<file path="config.mk">
export PLATFORM = sky130hd
export DESIGN_NAME = data_logger_top
export DESIGN_NICKNAME = d
export VERILOG_FILES = /design/src/verilog/acq_pkg.sv /design/src/verilog/link_pkg.sv /design/src/verilog/acq_sequencer.sv /design/src/verilog/data_logger_top.sv /design/src/verilog/link_interface.sv /design/src/verilog/mux_handshake.sv /design/src/verilog/serial_tx.sv /design/src/verilog/tx_buffer.sv
export SDC_FILE = /design/constraint.sdc
export NUM_CORES = 1
export LEC_CHECK = 0
export BUFFER_PORTS_ARGS = -buffer_cell sky130_fd_sc_hd__buf_2
export CORE_UTILIZATION = 40
export CTS_CLUSTER_DIAMETER = 80
export DETAILED_ROUTE_END_ITERATION = 7
export HOLD_SLACK_MARGIN = 0.05
export PLACE_DENSITY_LB_ADDON = 0.2
export SLEW_MARGIN = 40
export SYNTH_ARGS = -nofsm -noshare
export SYNTH_HDL_FRONTEND = slang
export SYNTH_HIERARCHICAL = 1
export SYNTH_SLANG_ARGS = --single-unit
</file>
<file path="constraint.sdc">
create_clock -name clock -period 1.72 [get_ports clock]
set_input_delay 0.344 -clock clock [delete_from_list [all_inputs] [get_ports clock]]
set_output_delay 0.344 -clock clock [all_outputs]
set_load 0.01 [all_outputs]
</file>
<file path="src/verilog/acq_pkg.sv">
// acquisition package
// state encodings for the conversion sequencer and the
// multiplexer handshake, plus the channel number type
`default_nettype none

package acq_pkg;

	// conversion sequencer, one pass per converted sample
	typedef enum logic [2:0] {
		mux_on,
		settle,
		start_conv,
		wait_eoc,
		latch,
		request,
		hold,
		wait_rdy
	} seq_state_t;

	// two-shot transfer handshake towards the serial link
	typedef enum logic [1:0] {
		idle,
		fire,
		wait_confirm,
		done
	} mux_state_t;

	// channel counter runs 1..7 then wraps to 0
	typedef logic [3:0] channel_t;
	localparam channel_t last_channel = 4'd7;

endpackage

`default_nettype wire

</file>
<file path="src/verilog/link_pkg.sv">
// serial link package
// link interface states, frame bit positions and the
// load/send/confirm strobe bundle shared by the link blocks
`default_nettype none

package link_pkg;

	// request sequencing for one byte on the link
	typedef enum logic [1:0] {
		idle,
		load,
		send,
		wait_end
	} itfc_state_t;

	// position inside a frame
	// data positions are consecutive so the next one is pos + 1
	typedef enum logic [3:0] {
		start_bit = 4'd0,
		bit0      = 4'd1,
		bit1      = 4'd2,
		bit2      = 4'd3,
		bit3      = 4'd4,
		bit4      = 4'd5,
		bit5      = 4'd6,
		bit6      = 4'd7,
		bit7      = 4'd8,
		stop_bit  = 4'd9
	} bit_pos_t;

	// single-cycle strobes from the link interface
	typedef struct packed {
		logic load;
		logic send;
		logic confirm;
	} link_ctl_t;

endpackage

`default_nettype wire

</file>
<file path="src/verilog/acq_sequencer.sv">
// acquisition sequencer
// enables the input multiplexer, starts a conversion, waits for
// end of conversion, latches the sample and steps the channel,
// then holds send_data until both transfers have completed
`timescale 1ns/1ps
`default_nettype none

module acq_sequencer (
	input  logic              clock,
	input  logic              rst,
	input  logic              eoc,
	input  logic              rdy,
	output logic              mux_en,
	output logic              soc,
	output logic              load_dato,
	output logic              send_data,
	output acq_pkg::channel_t canale
);
	import acq_pkg::*;

	seq_state_t state;

	always_ff @(posedge clock) begin
		if (rst) begin
			state     <= mux_on;
			mux_en    <= 1'b0;
			soc       <= 1'b0;
			load_dato <= 1'b0;
			send_data <= 1'b0;
			canale    <= '0;
		end else begin
			case (state)
				mux_on: begin
					mux_en <= 1'b1;
					state  <= settle;
				end
				// one idle cycle for the mux to settle
				settle: begin
					state <= start_conv;
				end
				start_conv: begin
					soc   <= 1'b1;
					state <= wait_eoc;
				end
				// converter busy while eoc is high
				wait_eoc: begin
					if (!eoc) begin
						load_dato <= 1'b1;
						mux_en    <= 1'b0;
						state     <= latch;
					end
				end
				latch: begin
					load_dato <= 1'b0;
					soc       <= 1'b0;
					// 1..7 then back to 0
					if (canale == last_channel) begin
						canale <= '0;
					end else begin
						canale <= canale + 4'd1;
					end
					state <= request;
				end
				request: begin
					send_data <= 1'b1;
					state     <= hold;
				end
				// wait for the handshake to accept
				hold: begin
					if (rdy) begin
						state <= wait_rdy;
					end
				end
				// rdy low again means both halves went out
				wait_rdy: begin
					if (!rdy) begin
						send_data <= 1'b0;
						state     <= mux_on;
					end
				end
			endcase
		end
	end

endmodule

`default_nettype wire

</file>
<file path="src/verilog/data_logger_top.sv">
// data logger top level
// acquisition sequencer and mux handshake feed the serial link
// interface, holding buffer and bit-timed transmitter
`timescale 1ns/1ps
`default_nettype none

module data_logger_top #(
	parameter int BIT_PERIOD = 104
) (
	input  logic              clock,
	input  logic              rst,
	input  logic              eoc,
	input  logic [7:0]        data_in,
	input  logic              dsr,
	output logic              soc,
	output logic              load_dato,
	output logic              add_mpx2,
	output acq_pkg::channel_t canale,
	output logic              mux_en,
	output logic              error,
	output logic              data_out
);
	import link_pkg::*;

	logic       send_data;
	logic       rdy;
	logic       shot;
	link_ctl_t  ctl;
	logic       send_ok;
	logic       send_en;
	logic       tx_end;
	logic [7:0] tx_byte;

	acq_sequencer u_seq (
		.clock(clock), .rst(rst), .eoc(eoc), .rdy(rdy), .mux_en(mux_en),
		.soc(soc), .load_dato(load_dato), .send_data(send_data), .canale(canale)
	);

	mux_handshake u_mux (
		.clock(clock), .rst(rst), .send_data(send_data), .confirm(ctl.confirm),
		.rdy(rdy), .shot(shot), .add_mpx2(add_mpx2)
	);

	link_interface u_itfc (
		.clock(clock), .rst(rst), .shot(shot), .tx_end(tx_end),
		.send_ok(send_ok), .ctl(ctl)
	);

	tx_buffer u_buf (
		.clock(clock), .rst(rst), .ctl(ctl), .data_in(data_in), .dsr(dsr),
		.tx_end(tx_end), .tx_byte(tx_byte), .send_en(send_en),
		.send_ok(send_ok), .error(error)
	);

	serial_tx #(.BIT_PERIOD(BIT_PERIOD)) u_tx (
		.clock(clock), .rst(rst), .send_en(send_en), .tx_byte(tx_byte),
		.data_out(data_out), .tx_end(tx_end)
	);

endmodule

`default_nettype wire

</file>
<file path="src/verilog/link_interface.sv">
// serial link interface
// turns each shot into a load strobe followed by a send strobe,
// then confirms when the frame ends or the send was refused
`timescale 1ns/1ps
`default_nettype none

module link_interface (
	input  logic                clock,
	input  logic                rst,
	input  logic                shot,
	input  logic                tx_end,
	input  logic                send_ok,
	output link_pkg::link_ctl_t ctl
);
	import link_pkg::*;

	itfc_state_t state;
	// send_ok is valid in the first wait_end cycle only
	logic result_due;

	always_ff @(posedge clock) begin
		if (rst) begin
			state      <= idle;
			ctl        <= '0;
			result_due <= 1'b0;
		end else begin
			// all strobes default low
			ctl        <= '0;
			result_due <= 1'b0;
			case (state)
				idle: begin
					if (shot) begin
						ctl.load <= 1'b1;
						state    <= load;
					end
				end
				load: begin
					ctl.send <= 1'b1;
					state    <= send;
				end
				send: begin
					result_due <= 1'b1;
					state      <= wait_end;
				end
				// refused send confirms at once so the handshake moves on
				wait_end: begin
					if (tx_end || (result_due && !send_ok)) begin
						ctl.confirm <= 1'b1;
						state       <= idle;
					end
				end
			endcase
		end
	end

endmodule

`default_nettype wire

</file>
<file path="src/verilog/mux_handshake.sv">
// multiplexer transfer handshake
// accepts a send request, raises rdy and fires two shots at the
// link, one per multiplexer half; add_mpx2 marks the second half
`timescale 1ns/1ps
`default_nettype none

module mux_handshake (
	input  logic clock,
	input  logic rst,
	input  logic send_data,
	input  logic confirm,
	output logic rdy,
	output logic shot,
	output logic add_mpx2
);
	import acq_pkg::*;

	mux_state_t state;

	always_ff @(posedge clock) begin
		if (rst) begin
			state    <= idle;
			rdy      <= 1'b0;
			shot     <= 1'b0;
			add_mpx2 <= 1'b0;
		end else begin
			// shot only lives for one cycle
			shot <= 1'b0;
			case (state)
				idle: begin
					if (send_data) begin
						rdy   <= 1'b1;
						state <= fire;
					end
				end
				fire: begin
					shot  <= 1'b1;
					state <= wait_confirm;
				end
				wait_confirm: begin
					if (confirm) begin
						if (!add_mpx2) begin
							// first half done, switch to second half
							add_mpx2 <= 1'b1;
							state    <= fire;
						end else begin
							add_mpx2 <= 1'b0;
							rdy      <= 1'b0;
							state    <= done;
						end
					end
				end
				// gap cycle so send_data can drop before re-arming
				done: begin
					state <= idle;
				end
			endcase
		end
	end

endmodule

`default_nettype wire

</file>
<file path="src/verilog/serial_tx.sv">
// serial frame transmitter
// sends a low start bit, eight data bits msb first and a high
// stop bit, each held for BIT_PERIOD clocks; tx_end pulses on
// the last cycle of the stop bit; line idles high
`timescale 1ns/1ps
`default_nettype none

module serial_tx #(
	parameter int BIT_PERIOD = 104
) (
	input  logic       clock,
	input  logic       rst,
	input  logic       send_en,
	input  logic [7:0] tx_byte,
	output logic       data_out,
	output logic       tx_end
);
	import link_pkg::*;

	localparam int CNT_W = $clog2(BIT_PERIOD);

	bit_pos_t         pos;
	logic [CNT_W-1:0] cnt;
	logic             busy;

	always_ff @(posedge clock) begin
		if (rst) begin
			pos      <= start_bit;
			cnt      <= '0;
			busy     <= 1'b0;
			data_out <= 1'b1;
			tx_end   <= 1'b0;
		end else begin
			tx_end <= 1'b0;
			if (!busy) begin
				// start bit goes out the cycle after send_en rises
				if (send_en) begin
					busy     <= 1'b1;
					pos      <= start_bit;
					cnt      <= '0;
					data_out <= 1'b0;
				end
			end else if (cnt == CNT_W'(BIT_PERIOD - 1)) begin
				cnt <= '0;
				case (pos)
					start_bit, bit0, bit1, bit2, bit3, bit4, bit5, bit6: begin
						// entering bit k sends tx_byte[7-k]
						pos      <= bit_pos_t'(pos + 4'd1);
						data_out <= tx_byte[3'd7 - pos[2:0]];
					end
					bit7: begin
						pos      <= stop_bit;
						data_out <= 1'b1;
					end
					default: begin
						busy     <= 1'b0;
						pos      <= start_bit;
						data_out <= 1'b1;
					end
				endcase
			end else begin
				cnt <= cnt + 1'b1;
				// flag lands on the final stop bit cycle
				if (pos == stop_bit && cnt == CNT_W'(BIT_PERIOD - 2)) begin
					tx_end <= 1'b1;
				end
			end
		end
	end

endmodule

`default_nettype wire

</file>
<file path="src/verilog/tx_buffer.sv">
// transmit holding buffer
// one byte plus a full flag; checks load and send against the
// buffer state and dsr, flags violations on error and starts
// the transmitter through send_en
`timescale 1ns/1ps
`default_nettype none

module tx_buffer (
	input  logic                clock,
	input  logic                rst,
	input  link_pkg::link_ctl_t ctl,
	input  logic [7:0]          data_in,
	input  logic                dsr,
	input  logic                tx_end,
	output logic [7:0]          tx_byte,
	output logic                send_en,
	output logic                send_ok,
	output logic                error
);
	logic full;

	always_ff @(posedge clock) begin
		if (rst) begin
			full    <= 1'b0;
			send_en <= 1'b0;
			send_ok <= 1'b0;
			error   <= 1'b0;
		end else begin
			send_ok <= 1'b0;
			// frame finished, buffer free again
			if (tx_end) begin
				send_en <= 1'b0;
				full    <= 1'b0;
			end
			if (ctl.load) begin
				if (!full) begin
					full  <= 1'b1;
					error <= 1'b0;
				end else begin
					error <= 1'b1;
				end
			end
			if (ctl.send) begin
				if (!full || !dsr) begin
					// refused: the byte is dropped
					error <= 1'b1;
					full  <= 1'b0;
				end else begin
					error   <= 1'b0;
					send_en <= 1'b1;
					send_ok <= 1'b1;
				end
			end
		end
	end

	// a load on a full buffer keeps the old byte
	always_ff @(posedge clock) begin
		if (ctl.load && !full) begin
			tx_byte <= data_in;
		end
	end

endmodule

`default_nettype wire
</file>
==> reports/qor.csv <==
stage;metric;value;unit
final_layout;area_delta_synth_final;15.1;%
synthesis;async_flop_share;0;%
pwr;p_per_area;864;nW/µm²
clock_network;hold_buffers;0;
pwr;leakage;0.976;nW
synthesis;synth_top_family_by_area;simple AND/OR/NAND/NOR gates;
sta;clock.fmax;0.623;GHz
routing;routed_wl;4060;µm
final_layout;fill_cells;522;
floorplan;io_pins;22;
final_layout;antenna_cells;0;
floorplan;die_area;6060;µm²
worst_setup_path;cp-startpoint;u_tx/cnt[0];
sta;finalSetupViolations;0;
min_path;hp-class;in2reg;
grt;first_global_vias;1574;
floorplan;core_area;5540;µm²
clock_network;cts_tree;built;
synthesis;synth_simple_gate_area_share;23.3;%
routing;num_vias;1682;
min_path;hp-start;data_in[7];
synthesis;synth_fp_nets;250;
clock_network;clk_latency;0.30;ns
synthesis;yosys_warnings;6;
worst_setup_path;crit_end;u_tx/cnt[3];
synthesis;syn_inst;226;
synthesis;yosys.area.top_type;dfxtp_1;
synthesis;syn-cell-area;2300;µm²
sta;fin_worst_skew;0.00244;ns
routing;ant_nets;0;
synthesis;synth.most_common_cell;dfxtp_1;
worst_setup_path;rr_worst_depth;5;
synthesis;post-synth-top-area-fraction;34.8;%
worst_setup_path;crit-reg2reg-launch;u_tx/cnt[0];
final_layout;drive_above_1_share;20.8;%
synthesis;synthXorXnorAreaFrac;1.14;%
routing;viasPerCell;5.14;
sta;slew_violations;0;
synthesis;synth_seq_area_share;45.3;%
final_layout;ff_latch_area;1040;µm²
routing;drt-wirelength-per-cell;12.4;µm
clock_network;clk_path_buf_depth;2;
sta;setup_tns;0;ns
worst_setup_path;critPathRequiredTime;1.96;ns
grt;grt_usage;14.4;%
sta;hold_violations;0;
place;place.gp.congestion;0.821;
grt;overflow;0;
worst_setup_path;cp-end-kind;register;
grt;grt_max_degree;23;
worst_setup_path;cp-start-kind;register;
routing;drc;0;
grt;antenna_found_initial;0;
clock_network;clkTransAtPathRegs;0.09;ns
routing;drt_pre_antenna_iters;4;
synthesis;synthMuxAreaShare;4.95;%
sta;hold_ws;0.211;ns
clock_network;htree_levels;2;
clock_network;numCtsBuffers;5;
worst_setup_path;critical_path_class;reg2reg;
floorplan;initial_core_util;41.5;%
sta;fin_crit;1.60;ns
pwr;finalPower;2.29;mW
synthesis;synthFlopType;dfxtp_1;
place;placed_cell_area;2520;µm²
final_layout;nets;278;
floorplan;die_y;77.8;µm
synthesis;ys_ff_latch;48;
worst_setup_path;cp_max_fo;7;
synthesis;synth.distinct_cells;58;
synthesis;synth_edf_count;8;
outcome;status;completed;
routing;drt_iter0_markers;85;
synthesis;synth_area_leaders;dfxtp_1 (35%), edfxtp_1 (10%), ha_1 (6.5%);
place;hpwl;2790;µm
clock_network;root_buffer;clkbuf_8;
job;maxCapViolCount;0;
pwr;ir_drop;534;µV
final_layout;final_area;2650;µm²
synthesis;synth-compound-area-share;14.9;%
synthesis;syn_avg_cell_area;10.2;µm²
sta;min_period_over_period;93.2;%
sta;relSlewSlack;69.0;%
sta;worst_slew_pin_slew;0.465;ns
clock_network;cts.sinks;48;
worst_setup_path;cp.arrival;1.84;ns
final_layout;multi_input_area;1180;µm²
synthesis;synthAdderAreaFrac;6.53;%
grt;grt_pass1_wl;6870;µm
place;io_buffers;21;
synthesis;ys_top_cells_by_count;dfxtp_1 (40), nor2_1 (18), a21oi_1 (16);
floorplan;row_count;27;
worst_setup_path;r2r_end;u_tx/cnt[3];
floorplan;chipWidth;77.8;µm
worst_setup_path;r2r_slack;0.12;ns
repair_timing:
action,in CTS,in global routing
resized for setup,0,4
setup endpoints to repair,0,5
setup buffers,0,0
per-layer routing:
metal / global-route usage [%] / wire length (µm) / vias up
met4: 6.79 / 76 / 0
met2: 21.9 / 1820 / 17
met1: 19.2 / 2060 / 793
met5: 0 / 0 / -
li1: - / - / 867
met3: 3.18 / 111 / 5
how the worst min path moves through the flow:
stage / depth (start not counted) / endpoint
global route: 1 / u_buf/tx_byte[2]
detailed placement: 2 / u_itfc/ctl[2]
CTS: 1 / u_buf/tx_byte[2]
global placement: 2 / u_itfc/ctl[2]
finish: 1 / u_buf/tx_byte[7]
floorplan: 1 / u_buf/error
flip-flops by register name (all words and copies together), names as in the netlist, 2 cells and up:
signal	count
u_itfc/ctl	3
u_seq/canale	4
u_mux/state	2
u_tx/pos	4
u_buf/tx_byte	8
u_seq/state	3
u_itfc/state	2
u_tx/cnt	7
cells by family (layout without fill, tap and decap cells):
logic type / Yosys count / after routing
adders and majority gates: 12 / 12
DFF: 48 / 48
xor gates and xnor gates: 3 / 3
muxes: 8 / 8
AOI/OAI and AO/OA: 48 / 48
and+or+nand+nor: 86 / 86
buffers and inverters: 21 / 50
stage by stage:
stage	utilization, %	setup slack (ns)	std cells
3_3_place_gp	45.6	0.100	319
6_report	47.8	0.116	327
3_5_place_dp	45.6	0.0380	319
2_1_floorplan	-	0.174	226
4_1_cts	47.6	0.0253	327
5_1_grt	47.8	-0.0372	327
final cells by class:
| type | count | area share (%) |
|---|---|---|
| clock buffer | 5 | 2.60 |
| tap | 72 | 3.40 |
| multi-input combinational | 157 | 44.4 |
| sequential | 48 | 39.4 |
| inverter | 13 | 1.84 |
| clock inverter | 3 | 1.61 |
| timing repair buffer | 29 | 6.71 |
layout by cell type, fill, tap and decap left out, types with 3 or more instances in the layout:
cell type	netlist	layout
dfxtp_1	40	38
buf_2	3	21
nor2_1	18	17
a21oi_1	16	16
inv_1	12	12
ha_1	12	12
nand3_1	9	9
nor2b_1	9	9
o21ai_0	9	9
nand2_1	8	8
edfxtp_1	8	8
buf_4	0	7
nor3_1	6	6
clkbuf_8	0	5
nand2b_1	5	5
mux2i_1	5	5
nor3b_1	4	4
nand2b_2	3	3
nand3b_1	3	3
and2_1	3	3
report_power, final:
part / switching, mW / internal, mW
clock network: 0.386 / 0.430
registers: 0.0482 / 1.18
logic: 0.115 / 0.126
total: 0.550 / 1.74
worst max-delay path, cell delays in order, from the launching register on:
cell and delay [ns]:
dfxtp_1 0.32, ha_1 0.21, and2_1 0.26, a21boi_4 0.24
or3b_1 0.36, a21oi_1 0.15
No activity file was read; power rests on OpenSTA's default activity.
